### src/include/cart_loader_consts.svh
// Cartridge loader constants: header addresses, hotkeys, widths and gun defaults
`ifndef CART_LOADER_CONSTS_SVH
`define CART_LOADER_CONSTS_SVH

////////////////////
// Download bus
`define CL_ADDR_W 25
`define CL_DATA_W 16

// Index reserved for cheat code files
`define CL_CODE_INDEX 8'hFF

////////////////////
// Cartridge header
`define CL_HDR_REGION_A 'h1F0 // Region letters, both bytes
`define CL_HDR_REGION_B 'h1F2 // Extra region letter, low byte
`define CL_HDR_END 'h200

// Product code words, byte swapped on the bus
`define CL_ID_ADDR_0 'h182
`define CL_ID_ADDR_1 'h184
`define CL_ID_ADDR_2 'h186
`define CL_ID_ADDR_3 'h188
`define CL_ID_ADDR_4 'h18A
`define CL_ID_DONE 'h18C // First word past the code

////////////////////
// Region hotkey scan codes
`define CL_KEY_F1 9'h005
`define CL_KEY_F2 9'h006
`define CL_KEY_F3 9'h004

// Light gun sensor delay for titles not in the table
`define CL_GUN_DELAY_DEFAULT 8'd44

// One cheat record is this many 16-bit words
`define CL_CODE_WORDS 8

`endif

### src/rtl/cart_loader_pkg.sv
// Cartridge loader types for regions, header flags, quirks and cheat records
package cart_loader_pkg;

	typedef enum logic [1:0] {
		REGION_JP = 2'd0,
		REGION_US = 2'd1,
		REGION_EU = 2'd2
	} region_t;

	// Automatic region source
	typedef enum logic [1:0] {
		MODE_INDEX  = 2'd0, // From file extension index
		MODE_HEADER = 2'd1,
		MODE_OFF    = 2'd2
	} region_mode_t;

	// Header priority order, first region wins
	typedef enum logic [1:0] {
		PRIO_UEJ = 2'd0, // US>EU>JP
		PRIO_EUJ = 2'd1, // EU>US>JP
		PRIO_UJE = 2'd2, // US>JP>EU
		PRIO_JUE = 2'd3  // JP>US>EU
	} region_prio_t;

	typedef struct packed {
		logic j;
		logic u;
		logic e;
	} hdr_flags_t;

	typedef logic [63:0] cart_id_t; // Eight ASCII characters

	typedef struct packed {
		logic sram;
		logic eeprom;
		logic fifo;
		logic noram;
		logic pier;
		logic svp;
		logic fmbusy;
		logic schan;
	} quirk_t;

	// Fields are big endian, as the code files store them
	typedef struct packed {
		logic [31:0] flags;
		logic [31:0] address;
		logic [31:0] compare;
		logic [31:0] replace;
	} cheat_code_t;

endpackage

### src/rtl/header_capture.sv
// Header scanner that collects region letters and the product code from ROM writes
`include "cart_loader_consts.svh"

module header_capture (
	input  logic                          clk_sys,
	input  logic                          RESET,
	input  logic                          cart_download,
	input  logic                          cart_wr,
	input  logic [`CL_ADDR_W-1:0]         ioctl_addr,
	input  logic [`CL_DATA_W-1:0]         ioctl_data,
	output cart_loader_pkg::hdr_flags_t   hdr_flags,
	output logic                          hdr_ready,
	output cart_loader_pkg::cart_id_t     cart_id
);
	import cart_loader_pkg::*;

	logic       old_download;
	logic       dl_rise;
	logic       dl_fall;
	hdr_flags_t base_flags;
	hdr_flags_t lo_letter;
	hdr_flags_t hi_letter;
	hdr_flags_t region_a_flags;
	hdr_flags_t region_b_flags;
	logic       lo_hex;
	logic [3:0] hex_val;

	// J, U or E to its flag, anything else gives none
	function automatic hdr_flags_t letter_flags(input logic [7:0] ch);
		hdr_flags_t f;
		f = '0;
		case (ch)
			"J": f.j = 1'b1;
			"U": f.u = 1'b1;
			"E": f.e = 1'b1;
			default: ;
		endcase
		return f;
	endfunction

	assign dl_rise    = cart_download & ~old_download;
	assign dl_fall    = ~cart_download & old_download;
	assign base_flags = dl_rise ? hdr_flags_t'('0) : hdr_flags; // New cart starts clean

	assign lo_letter = letter_flags(ioctl_data[7:0]);
	assign hi_letter = letter_flags(ioctl_data[15:8]);

	////////////////////
	// Hex digit region code, bit 0 JP, bit 2 US, bit 3 EU
	always_comb begin
		lo_hex  = 1'b0;
		hex_val = ioctl_data[3:0];
		if (ioctl_data[7:0] >= "0" && ioctl_data[7:0] <= "9") begin
			lo_hex = 1'b1;
		end else if (ioctl_data[7:0] >= "A" && ioctl_data[7:0] <= "F") begin
			lo_hex  = 1'b1;
			hex_val = ioctl_data[3:0] + 4'd9; // 'A' has low nibble 1
		end
	end

	always_comb begin
		region_a_flags = base_flags;
		if (|lo_letter)
			region_a_flags = base_flags | lo_letter;
		else if (lo_hex)
			region_a_flags = '{j: hex_val[0], u: hex_val[2], e: hex_val[3]};
		region_a_flags = region_a_flags | hi_letter;
	end

	assign region_b_flags = base_flags | lo_letter;

	always_ff @(posedge clk_sys) begin
		if (RESET) begin
			old_download <= 1'b0;
			hdr_flags    <= '0;
			hdr_ready    <= 1'b0;
		end else begin
			old_download <= cart_download;
			if (dl_rise) hdr_flags <= '0;
			if (dl_fall) hdr_ready <= 1'b0;
			if (cart_wr) begin
				if (ioctl_addr == `CL_HDR_REGION_A) hdr_flags <= region_a_flags;
				if (ioctl_addr == `CL_HDR_REGION_B) hdr_flags <= region_b_flags;
				if (ioctl_addr == `CL_HDR_END) hdr_ready <= 1'b1;
			end
		end
	end

	// Product code, first and last words carry one character each
	always_ff @(posedge clk_sys) begin
		if (cart_wr) begin
			if (ioctl_addr == `CL_ID_ADDR_0) cart_id[63:56] <= ioctl_data[15:8];
			if (ioctl_addr == `CL_ID_ADDR_1) cart_id[55:40] <= {ioctl_data[7:0], ioctl_data[15:8]};
			if (ioctl_addr == `CL_ID_ADDR_2) cart_id[39:24] <= {ioctl_data[7:0], ioctl_data[15:8]};
			if (ioctl_addr == `CL_ID_ADDR_3) cart_id[23:8] <= {ioctl_data[7:0], ioctl_data[15:8]};
			if (ioctl_addr == `CL_ID_ADDR_4) cart_id[7:0] <= ioctl_data[7:0];
		end
	end

endmodule

### src/rtl/region_select.sv
// Region chooser from header flags, download index or F1/F2/F3 hotkeys
`include "cart_loader_consts.svh"

module region_select (
	input  logic                          clk_sys,
	input  logic                          RESET,
	input  cart_loader_pkg::hdr_flags_t   hdr_flags,
	input  logic                          hdr_ready,
	input  cart_loader_pkg::region_mode_t region_mode,
	input  cart_loader_pkg::region_prio_t region_prio,
	input  logic [7:0]                    ioctl_index,
	input  logic [10:0]                   ps2_key,
	output cart_loader_pkg::region_t      region_req,
	output logic                          region_set
);
	import cart_loader_pkg::*;

	logic        old_ready;
	logic        ready_rise;
	logic        ready_fall;
	logic [10:0] key_q; // Input register for the keyboard bus
	logic        key_old;
	logic        key_event;

	function automatic logic has_flag(input hdr_flags_t f, input region_t r);
		case (r)
			REGION_JP: return f.j;
			REGION_US: return f.u;
			REGION_EU: return f.e;
			default:   return 1'b0;
		endcase
	endfunction

	// First present flag in priority order, else the order's first region
	function automatic region_t pick_region(input hdr_flags_t f, input region_prio_t p);
		region_t order [3];
		region_t pick;
		case (p)
			PRIO_UEJ: order = '{REGION_US, REGION_EU, REGION_JP};
			PRIO_EUJ: order = '{REGION_EU, REGION_US, REGION_JP};
			PRIO_UJE: order = '{REGION_US, REGION_JP, REGION_EU};
			default:  order = '{REGION_JP, REGION_US, REGION_EU};
		endcase
		pick = order[0];
		for (int i = 2; i >= 0; i--) begin
			if (has_flag(f, order[i])) pick = order[i];
		end
		return pick;
	endfunction

	assign ready_rise = hdr_ready & ~old_ready;
	assign ready_fall = ~hdr_ready & old_ready;
	assign key_event  = key_q[10] ^ key_old; // Bit 10 toggles per key

	always_ff @(posedge clk_sys) begin
		key_q   <= ps2_key;
		key_old <= key_q[10];
	end

	always_ff @(posedge clk_sys) begin
		if (RESET) begin
			old_ready  <= 1'b0;
			region_req <= REGION_JP;
			region_set <= 1'b0;
		end else begin
			old_ready <= hdr_ready;
			if (key_event) begin
				case (key_q[8:0])
					`CL_KEY_F1: begin
						region_req <= REGION_JP;
						region_set <= key_q[9];
					end
					`CL_KEY_F2: begin
						region_req <= REGION_US;
						region_set <= key_q[9];
					end
					`CL_KEY_F3: begin
						region_req <= REGION_EU;
						region_set <= key_q[9];
					end
					default: ;
				endcase
			end
			if (ready_rise && region_mode == MODE_HEADER) begin
				region_req <= pick_region(hdr_flags, region_prio);
				region_set <= 1'b1;
			end else if (ready_rise && region_mode == MODE_INDEX) begin
				region_req <= region_t'(ioctl_index[7:6]);
				region_set <= |ioctl_index;
			end
			if (ready_fall) region_set <= 1'b0; // Release after the cart is in
		end
	end

endmodule

### src/rtl/quirk_lookup.sv
// Per-title quirk flags and light gun settings looked up from the product code
`include "cart_loader_consts.svh"

module quirk_lookup (
	input  logic                      clk_sys,
	input  logic                      RESET,
	input  logic                      cart_download,
	input  logic                      cart_wr,
	input  logic [`CL_ADDR_W-1:0]     ioctl_addr,
	input  cart_loader_pkg::cart_id_t cart_id,
	output cart_loader_pkg::quirk_t   quirks,
	output logic                      gun_type,
	output logic [7:0]                gun_delay
);
	import cart_loader_pkg::*;

	logic   old_download;
	logic   id_done;
	quirk_t title_quirks;
	logic   title_gun_type;
	logic   [7:0] title_gun_delay;

	assign id_done = cart_wr && (ioctl_addr == `CL_ID_DONE);

	////////////////////
	// Quirk table
	always_comb begin
		title_quirks = '0;
		case (cart_id)
			"T-081276", "T-81406 ", "T-081586", "T-81576 ", "T-81476 ":
				title_quirks.sram = 1'b1; // Odd SRAM mapping
			"MK-1215 ", "G-4060  ", "00001211", "MK-1228 ", "G-5538  ",
			"00004076", "T-12046 ", "T-12053 ", "G-4524  ":
				title_quirks.eeprom = 1'b1;
			"T-113016": title_quirks.noram  = 1'b1; // Fake RAM check
			"T-89016 ": title_quirks.fifo   = 1'b1;
			"T-574023", "T-574013":
				title_quirks.pier = 1'b1;
			"MK-1229 ", "G-7001  ":
				title_quirks.svp = 1'b1;
			"T-35036 ", "T-25073 ", "MK-1137-":
				title_quirks.fmbusy = 1'b1;
			default:
				// Compilation series, any three digits in the middle
				title_quirks.schan = (cart_id[63:32] == "T-68") && (cart_id[7:0] == "-");
		endcase
	end

	// Light gun titles with their own sensor timing
	always_comb begin
		title_gun_type  = 1'b0;
		title_gun_delay = `CL_GUN_DELAY_DEFAULT;
		case (cart_id)
			"MK-1533 ": title_gun_delay = 8'd100;
			"T-95096-": begin
				title_gun_type  = 1'b1; // Two-gun model
				title_gun_delay = 8'd52;
			end
			"T-95136-": begin
				title_gun_type  = 1'b1;
				title_gun_delay = 8'd30;
			end
			"MK-1658 ": title_gun_delay = 8'd120;
			"T-081156": title_gun_delay = 8'd126;
			default: ;
		endcase
	end

	always_ff @(posedge clk_sys) begin
		if (RESET) begin
			old_download <= 1'b0;
			quirks       <= '0;
			gun_type     <= 1'b0;
			gun_delay    <= `CL_GUN_DELAY_DEFAULT;
		end else begin
			old_download <= cart_download;
			if (cart_download & ~old_download) quirks <= '0;
			if (id_done) begin
				quirks    <= title_quirks;
				gun_type  <= title_gun_type;
				gun_delay <= title_gun_delay;
			end
		end
	end

endmodule

### src/rtl/code_assembler.sv
// Cheat record builder from eight 16-bit code download words
`include "cart_loader_consts.svh"

module code_assembler (
	input  logic                         clk_sys,
	input  logic                         RESET,
	input  logic                         code_wr,
	input  logic [`CL_ADDR_W-1:0]        ioctl_addr,
	input  logic [`CL_DATA_W-1:0]        ioctl_data,
	output cart_loader_pkg::cheat_code_t code,
	output logic                         code_valid,
	output logic                         code_clear
);
	localparam int LAST_OFFSET = (`CL_CODE_WORDS - 1) * 2; // Byte offset of the last word

	always_ff @(posedge clk_sys) begin
		if (code_wr) begin
			case (ioctl_addr[3:0])
				4'd0:  code.flags[15:0]    <= ioctl_data;
				4'd2:  code.flags[31:16]   <= ioctl_data;
				4'd4:  code.address[15:0]  <= ioctl_data;
				4'd6:  code.address[31:16] <= ioctl_data;
				4'd8:  code.compare[15:0]  <= ioctl_data;
				4'd10: code.compare[31:16] <= ioctl_data;
				4'd12: code.replace[15:0]  <= ioctl_data;
				4'd14: code.replace[31:16] <= ioctl_data;
				default: ;
			endcase
		end
	end

	////////////////////
	// Strobes
	always_ff @(posedge clk_sys) begin
		if (RESET) begin
			code_valid <= 1'b0;
			code_clear <= 1'b0;
		end else begin
			code_valid <= code_wr && (ioctl_addr[3:0] == 4'(LAST_OFFSET)); // Record complete
			code_clear <= code_wr && (ioctl_addr == '0); // New code file starts
		end
	end

endmodule

### src/rtl/rom_write_pacer.sv
// ROM write pacing with toggle handshake to both memory ports and ROM size capture
`include "cart_loader_consts.svh"

module rom_write_pacer (
	input  logic                  clk_sys,
	input  logic                  RESET,
	input  logic                  cart_download,
	input  logic                  cart_wr,
	input  logic [`CL_ADDR_W-1:0] ioctl_addr,
	input  logic                  sd_wrack,
	input  logic                  dd_wrack,
	output logic                  rom_wr,
	output logic                  ioctl_wait,
	output logic [`CL_ADDR_W-1:0] rom_sz
);
	logic old_download;
	logic acks_done;

	// Both ports have caught up with the request toggle
	assign acks_done = (sd_wrack == rom_wr) && (dd_wrack == rom_wr);

	always_ff @(posedge clk_sys) begin
		if (RESET) begin
			old_download <= 1'b0;
			rom_wr       <= 1'b0;
			ioctl_wait   <= 1'b0;
		end else begin
			old_download <= cart_download;
			if (cart_wr) begin
				rom_wr     <= ~rom_wr; // One toggle per word
				ioctl_wait <= 1'b1;
			end else if (ioctl_wait && acks_done) begin
				ioctl_wait <= 1'b0;
			end
		end
	end

	// Last address seen when the download ends
	always_ff @(posedge clk_sys) begin
		if (old_download & ~cart_download) rom_sz <= ioctl_addr;
	end

endmodule

### src/rtl/cart_loader_top.sv
// Cartridge loader top level that splits the download stream and wires the blocks
`include "cart_loader_consts.svh"

module cart_loader_top (
	input  logic                          clk_sys,
	input  logic                          RESET,
	input  logic                          ioctl_download,
	input  logic [7:0]                    ioctl_index,
	input  logic                          ioctl_wr,
	input  logic [`CL_ADDR_W-1:0]         ioctl_addr,
	input  logic [`CL_DATA_W-1:0]         ioctl_data,
	input  logic [10:0]                   ps2_key,
	input  cart_loader_pkg::region_mode_t region_mode,
	input  cart_loader_pkg::region_prio_t region_prio,
	input  logic                          sd_wrack,
	input  logic                          dd_wrack,
	output logic                          ioctl_wait,
	output logic                          rom_wr,
	output logic [`CL_ADDR_W-1:0]         rom_sz,
	output cart_loader_pkg::region_t      region_req,
	output logic                          region_set,
	output cart_loader_pkg::quirk_t       quirks,
	output logic                          gun_type,
	output logic [7:0]                    gun_delay,
	output cart_loader_pkg::cheat_code_t  code,
	output logic                          code_valid,
	output logic                          code_clear
);
	import cart_loader_pkg::*;

	logic       code_index;
	logic       cart_download;
	logic       cart_wr;
	logic       code_wr;
	hdr_flags_t hdr_flags;
	logic       hdr_ready;
	cart_id_t   cart_id;

	////////////////////
	// Download split
	assign code_index    = (ioctl_index == `CL_CODE_INDEX);
	assign cart_download = ioctl_download & ~code_index;
	assign cart_wr       = cart_download & ioctl_wr;
	assign code_wr       = ioctl_download & code_index & ioctl_wr;

	header_capture u_header_capture (
		.clk_sys, .RESET, .cart_download, .cart_wr, .ioctl_addr, .ioctl_data,
		.hdr_flags, .hdr_ready, .cart_id
	);

	region_select u_region_select (
		.clk_sys, .RESET, .hdr_flags, .hdr_ready, .region_mode, .region_prio,
		.ioctl_index, .ps2_key, .region_req, .region_set
	);

	quirk_lookup u_quirk_lookup (
		.clk_sys, .RESET, .cart_download, .cart_wr, .ioctl_addr, .cart_id,
		.quirks, .gun_type, .gun_delay
	);

	code_assembler u_code_assembler (
		.clk_sys, .RESET, .code_wr, .ioctl_addr, .ioctl_data,
		.code, .code_valid, .code_clear
	);

	// ROM side, both memory ports take every cart word
	rom_write_pacer u_rom_write_pacer (
		.clk_sys, .RESET, .cart_download, .cart_wr, .ioctl_addr,
		.sd_wrack, .dd_wrack, .rom_wr, .ioctl_wait, .rom_sz
	);

endmodule

### config.mk
export PLATFORM = sky130hd
export DESIGN_NAME = cart_loader_top
export DESIGN_NICKNAME = d
export VERILOG_FILES = /design/src/rtl/cart_loader_pkg.sv /design/src/rtl/header_capture.sv /design/src/rtl/region_select.sv /design/src/rtl/quirk_lookup.sv /design/src/rtl/code_assembler.sv /design/src/rtl/rom_write_pacer.sv /design/src/rtl/cart_loader_top.sv
export VERILOG_INCLUDE_DIRS = /design/src /design/src/include
export SDC_FILE = /design/constraint.sdc
export NUM_CORES = 1
export LEC_CHECK = 0
export ABC_AREA = 1
export BUFFER_PORTS_ARGS = -buffer_cell sky130_fd_sc_hd__buf_4
export CAP_MARGIN = 5
export CORE_AREA = 2 2 154 156
export CTS_BUF_LIST = sky130_fd_sc_hd__clkbuf_4
export DETAILED_ROUTE_END_ITERATION = 7
export DIE_AREA = 0 0 156 158
export GPL_TIMING_DRIVEN = 0
export MAX_ROUTING_LAYER = met4
export PLACE_DENSITY_LB_ADDON = 0.15
export SLEW_MARGIN = 20
export SYNTH_ARGS = -nofsm -noshare
export SYNTH_HDL_FRONTEND = slang
export SYNTH_SLANG_ARGS = --single-unit
### constraint.sdc
create_clock -name clk_sys -period 4.7 [get_ports clk_sys]
set_input_delay 0.235 -clock clk_sys [delete_from_list [all_inputs] [get_ports clk_sys]]
set_output_delay 0.235 -clock clk_sys [all_outputs]
set_load 0.01 [all_outputs]
## Word-level counts from Yosys, hierarchy flattened

Cells that the tools add are included.

| cells by class | value |
|---|---|
| muxes and demuxes | 56 |
| bitwise logic cells | 17 |
| reduce and logical (&&, ||, !) cells | 48 |
| order comparisons | 4 |
| $add $sub $neg | 1 |
| equality and inequality tests | 67 |

Operators by type and width:

| cell | count |
|---|---|
| == test 64 x 63 -> 1 bit (second input constant) | 26 |
| == test 25 x 9 -> 1 bit (second input constant) | 8 |
| == test 64 x 62 -> 1 bit (second input constant) | 2 |
| == test 8 x 7 -> 1 bit (second input constant) | 6 |
| case mux 7 bit (5 select lines) | 1 |
| == test 32 x 31 -> 1 bit (second input constant) | 1 |
| two-way mux 1 bit | 32 |
| AND reduction 2 bit | 15 |
| == test 9 x 3 -> 1 bit (second input constant) | 3 |
| == test 25 x 10 -> 1 bit (second input constant) | 1 |
| logical NOT 25 bit | 1 |
| OR reduction 23 bit | 1 |
| two-way mux 3 bit | 6 |
| case mux 6 bit (3 select lines) | 1 |
| == test 4 bit (second input constant) | 4 |
| two-way mux 8 bit | 2 |
| two-way mux 2 bit | 6 |
| two-way mux 6 bit | 2 |
| == test 2 x 1 -> 1 bit (second input constant) | 5 |
| logical AND 1 bit | 10 |
| logical NOT 2 bit | 5 |
| case mux 1 bit (3 select lines) | 3 |
| OR reduction 3 bit | 3 |
| OR reduction 9 bit | 1 |
| other kinds (24) | 48 |

| storage, ports and cells | value |
|---|---|
| output and inout bits | 177 |
| register bits after elaboration | 259 |

## Logic depth before layout (Yosys ltp)

| logic depth | value |
|---|---|
| word-level depth | 13 |
| mapped depth | 16 |
| gate-level depth less buffers | 16 |

## By module

A second synthesis with hierarchy kept.

| second synthesis, totals | value |
|---|---|
| cell total of the unflattened synthesis | 1034 |
| area total of the unflattened synthesis | 11010.6 µm² |

Modules (own cells, without submodules):

| module | area an instance (µm²) | instances | seq. area each (µm²) | cells each |
|---|---|---|---|---|
| code_assembler | 4065.1 | 1 | 3883.7 | 174 |
| header_capture | 2810.2 | 1 | 2021.9 | 235 |
| quirk_lookup | 2560.0 | 1 | 320.3 | 478 |
| rom_write_pacer | 877.1 | 1 | 810.8 | 41 |
| region_select | 645.6 | 1 | 320.3 | 94 |
| cart_loader_top | 52.6 | 1 | 0.0 | 12 |

## Least setup slack after synthesis

OpenSTA, ideal clock, no wires.

| timing | value |
|---|---|
| kind | input -> register |
| from | in ioctl_addr[11] |
| to | reg u_header_capture.cart_id[24] (enable) |
| cell stages on the path | 8 |
| arrival | 2652 ps |
| path buffers | 0 |
| library setup time | 430 ps |
| setup slack | 1618 ps |
| cell sequence | or2_1 nor3_1 nand2_1 inv_2 nand3_1 inv_1 nand3_1 nor4_1 |

| on the way | value |
|---|---|
| cells in the longest elaborated chain, start to end | 2 |

Ends and longest elaborated chain:

| element | RTL line | source |
|---|---|---|
| start, declared | cart_loader_top.sv:10 | `` input logic [`CL_ADDR_W-1:0] ioctl_addr, `` |
| == test 25 x 9 -> 1 bit (no source line) | n/a |  |
| AND reduction 2 bit (no source line) | n/a |  |
| end signal, assigned | header_capture.sv:94 | `` if (ioctl_addr == `CL_ID_ADDR_2) cart_id[39:24] <= {ioctl_data[7:0], ioctl_data[15:8]}; `` |
| end, declared | header_capture.sv:13 | `output cart_loader_pkg::cart_id_t cart_id` |

No other way between the ends.
A chain may end at the register's enable or synchronous reset.

## Worst setup path in the final report

| timing | value |
|---|---|
| from | in ioctl_addr[14] |
| to | reg u_header_capture.cart_id[26] (enable) |

Same word-level chain as after synthesis.

==> out/summary.txt <==
EDFF count, synth: 217
WL final: 27,900 um
status: completed
met3 usage: 7.47%
unrepaired setup endpoints after global routing: no
# DRC: 0
# hold bufs at CTS: 61
Setup Skew: 0.0546 ns
total grt overflow: 0
Largest stage delay, worst path: 0.59 ns
Final Max Slew Viols: 0
RD Place Congestion: 0.907
largest net degree at the start of global routing: 26
Setup violations, final: 0
Rel. slew slack: 30.2%
Compound-Gate Fraction of Synth Area: 2.95%
mapped cell area: 10,200 um2
Slew @ Worst Pin: 1.05 ns
largest family of logic cells by synthesized area: simple AND/OR/NAND/NOR gates
gr busiest metal: met2
TritonCTS clock tree: yes
FP Rows: 56
Startpoint Class: input pin
CTS sink cnt: 257
Buf/Inv on CP: 6
Place WS: 1.76 ns
Initial Util: 44.1%
met2 usage in global routing: 37.6%
Setup TNS: 0 ns
simple logic cell fraction of the synthesized area: 21.1%
vias in the first global route: 7,983
fin area: 14,000 um2
fin crit share: 62.6%
WL/cell: 17.6 um
final setup margin: 1.76 ns
clk root buf: clkbuf_4
crit path time final: 2.94 ns
Worst VDD drop: 0.220 mV
fillers: 1,900
synthesized flop and latch total: 257
Syn-to-layout area delta: 37.6%
initial antenna violation count: 1
most common cell after layout, fill and taps aside: buf_4
core area: 23,100 um2
Pleak: 5.57 nW
post-synthesis cell type count: 46
Post-CTS Resized: 0
total number of vias: 7,916
post-synth top area cell: edfxtp_1
All-Layer GR Usage: 23.3%
Ports: 247
# Max-Cap Violations: 0
sequential share of the synthesized area: 71.9%
TritonCTS buffer count: 67
Synth Instances: 856
Die Ht: 158 um
Worst Path Required: 5.02 ns
Top delay family on crit path: simple AND/OR/NAND/NOR gates
Die ar.: 24,600 um2
die width: 156 um
# port buffers: 243
# H-tree levels: 3
Area after DPL: 12,500 um2
First-pass DRT Iterations: 5
mux cell area share after synthesis: 0%
Critical Path End Type: flip-flop
Clock Latency Late Sink: 0.64 ns
Async SR Flop Fraction: 0%
worst path arrival time: 3.26 ns
Slowest cell on crit path: nor4_2
post-CTS setup buffers: 0
remaining antenna violation count after routing: 0
total power: 4.61 mW
Max FO, Critical Path: 7
Layout Nets: 1,312
synth warn: 0
Avg Cell Area, Syn: 11.9 um2
Main synth FF type: edfxtp_1
vias per inst: 5.00
worst path cell trace: dlygate4sd3_1, buf_4, nor2_1, nor3b_1, nand2_1, inv_2, nand3_1, inv_1, nand3_1, nor4_2, buf_4, buf_2
HPWL after DPL: 19,400 um
HP Class: input pin to flip-flop
global-route wire length before repair: 42,100 um
Crit Path Class: input pin to flip-flop
global-route track usage on met1: 27.8%
clk slew on worst S/H paths: 0.06 ns
most frequent cells in the layout: buf_4, edfxtp_1, nand2_1
Fmax: 340 MHz
Synth area leaders: edfxtp_1, dfxtp_1, nand2_1
share of cells above drive strength 1: 32.8%
Hold Vio Cnt, Final: 0
XOR/XNOR Fraction of Synth Area: 0.0861%
Adder-Cell Fraction of Synth Area: 0%
Cell Pwr Density: 330 nW/um2
Clock Tree Buf Depth: 3
DRT iter0 DRCs: 560
Synth top area share: 64.1%
## cell families (layout without fill, tap and decap cells)
group                  Yosys count  in the layout
AO/OA/AOI/OAI                   52             52
other                            1              4
flip-flops                     257            257
AND/OR/NAND/NOR                444            444
XOR/XNOR                         1              1
buffers and inverters          101            535
## per-stage QoR
stage / std cells / hold slack [ns] / util [%]
4_1_cts: 1581 / 0.0401 / 60.7
3_5_place_dp: 1402 / 0.341 / 54.3
3_3_place_gp: 1390 / 0.340 / 53.6
6_report: 1583 / 0.0889 / 60.7
2_1_floorplan: 857 / 0.263 / -
5_1_grt: 1582 / 0.0879 / 60.7
## cells in the mapped netlist, drive strengths merged (2+ instances only)
cell type  instances
a21oi             25
a31oi              2
a32o               2
and2               3
and3               2
buf                5
clkbuf             3
dfxtp             40
edfxtp           217
inv               92
nand2            172
nand3             62
nand3b             2
nand4             28
nor2              89
nor3              56
nor3b              5
nor4              19
o21ai             18
or2                6
## where the power goes
| group | total [mW] | internal [mW] | switching (mW) |
|---|---|---|---|
| registers | 2.49 | 2.48 | 0.00505 |
| clock network | 1.92 | 1.03 | 0.891 |
| logic | 0.202 | 0.0938 | 0.108 |
| total | 4.61 | 3.61 | 1.00 |
## path summary, 6_finish.rpt
| kind | from | end | slack [ns] | depth (start not counted) |
|---|---|---|---|---|
| setup reg to reg | u_region_select.key_q[2] | u_region_select.region_req[1] | 2.70 | 8 |
| setup / recovery | ioctl_addr[14] | u_header_capture.cart_id[26] | 1.76 | 12 |
| hold reg to reg | u_region_select.key_q[10] | u_region_select.key_old | 0.38 | 0 |
| hold / removal | ioctl_index[4] | u_region_select.region_set | 0.09 | 4 |
## area by class of cell
| cell class | instances | area (um2) | share of cell area, % |
|---|---|---|---|
| diodes | 2 | 5.00 | 0.0358 |
| plain buffers | 8 | 41.3 | 0.295 |
| clock buffers | 100 | 751 | 5.36 |
| clock inverters | 18 | 106 | 0.760 |
| inverters | 93 | 350 | 2.50 |
| multi-input cells | 499 | 2520 | 18.0 |
| flip-flops and latches | 257 | 7320 | 52.3 |
| well taps | 290 | 363 | 2.59 |
| repair buffers | 316 | 2540 | 18.2 |
## layer usage
layer	routed length (um)	share of wire [%]
met5	0	0
met3	2120	7.6
met1	11300	40
met2	13800	50
met4	655	2.3
## state kept, by name, indices dropped and copies added (netlist names), 2 cells and up
register / flops
u_code_assembler.code: 128
u_header_capture.cart_id: 64
u_header_capture.hdr_flags: 3
u_quirk_lookup.gun_delay: 6
u_quirk_lookup.quirks: 8
u_region_select.key_q: 11
u_region_select.region_req: 2
u_rom_write_pacer.rom_sz: 25
## worst register-to-register path, cell delays in order, from the launching register on
cell and delay (ns):
dfxtp_1 0.31, inv_1 0.03, or2_2 0.29, a2111oi_0 0.28
nand2_1 0.12, nand2_1 0.14, o21ai_0 0.09, a31oi_1 0.14
dlygate4sd3_1 0.55
Power figures use the tool's default switching activity.
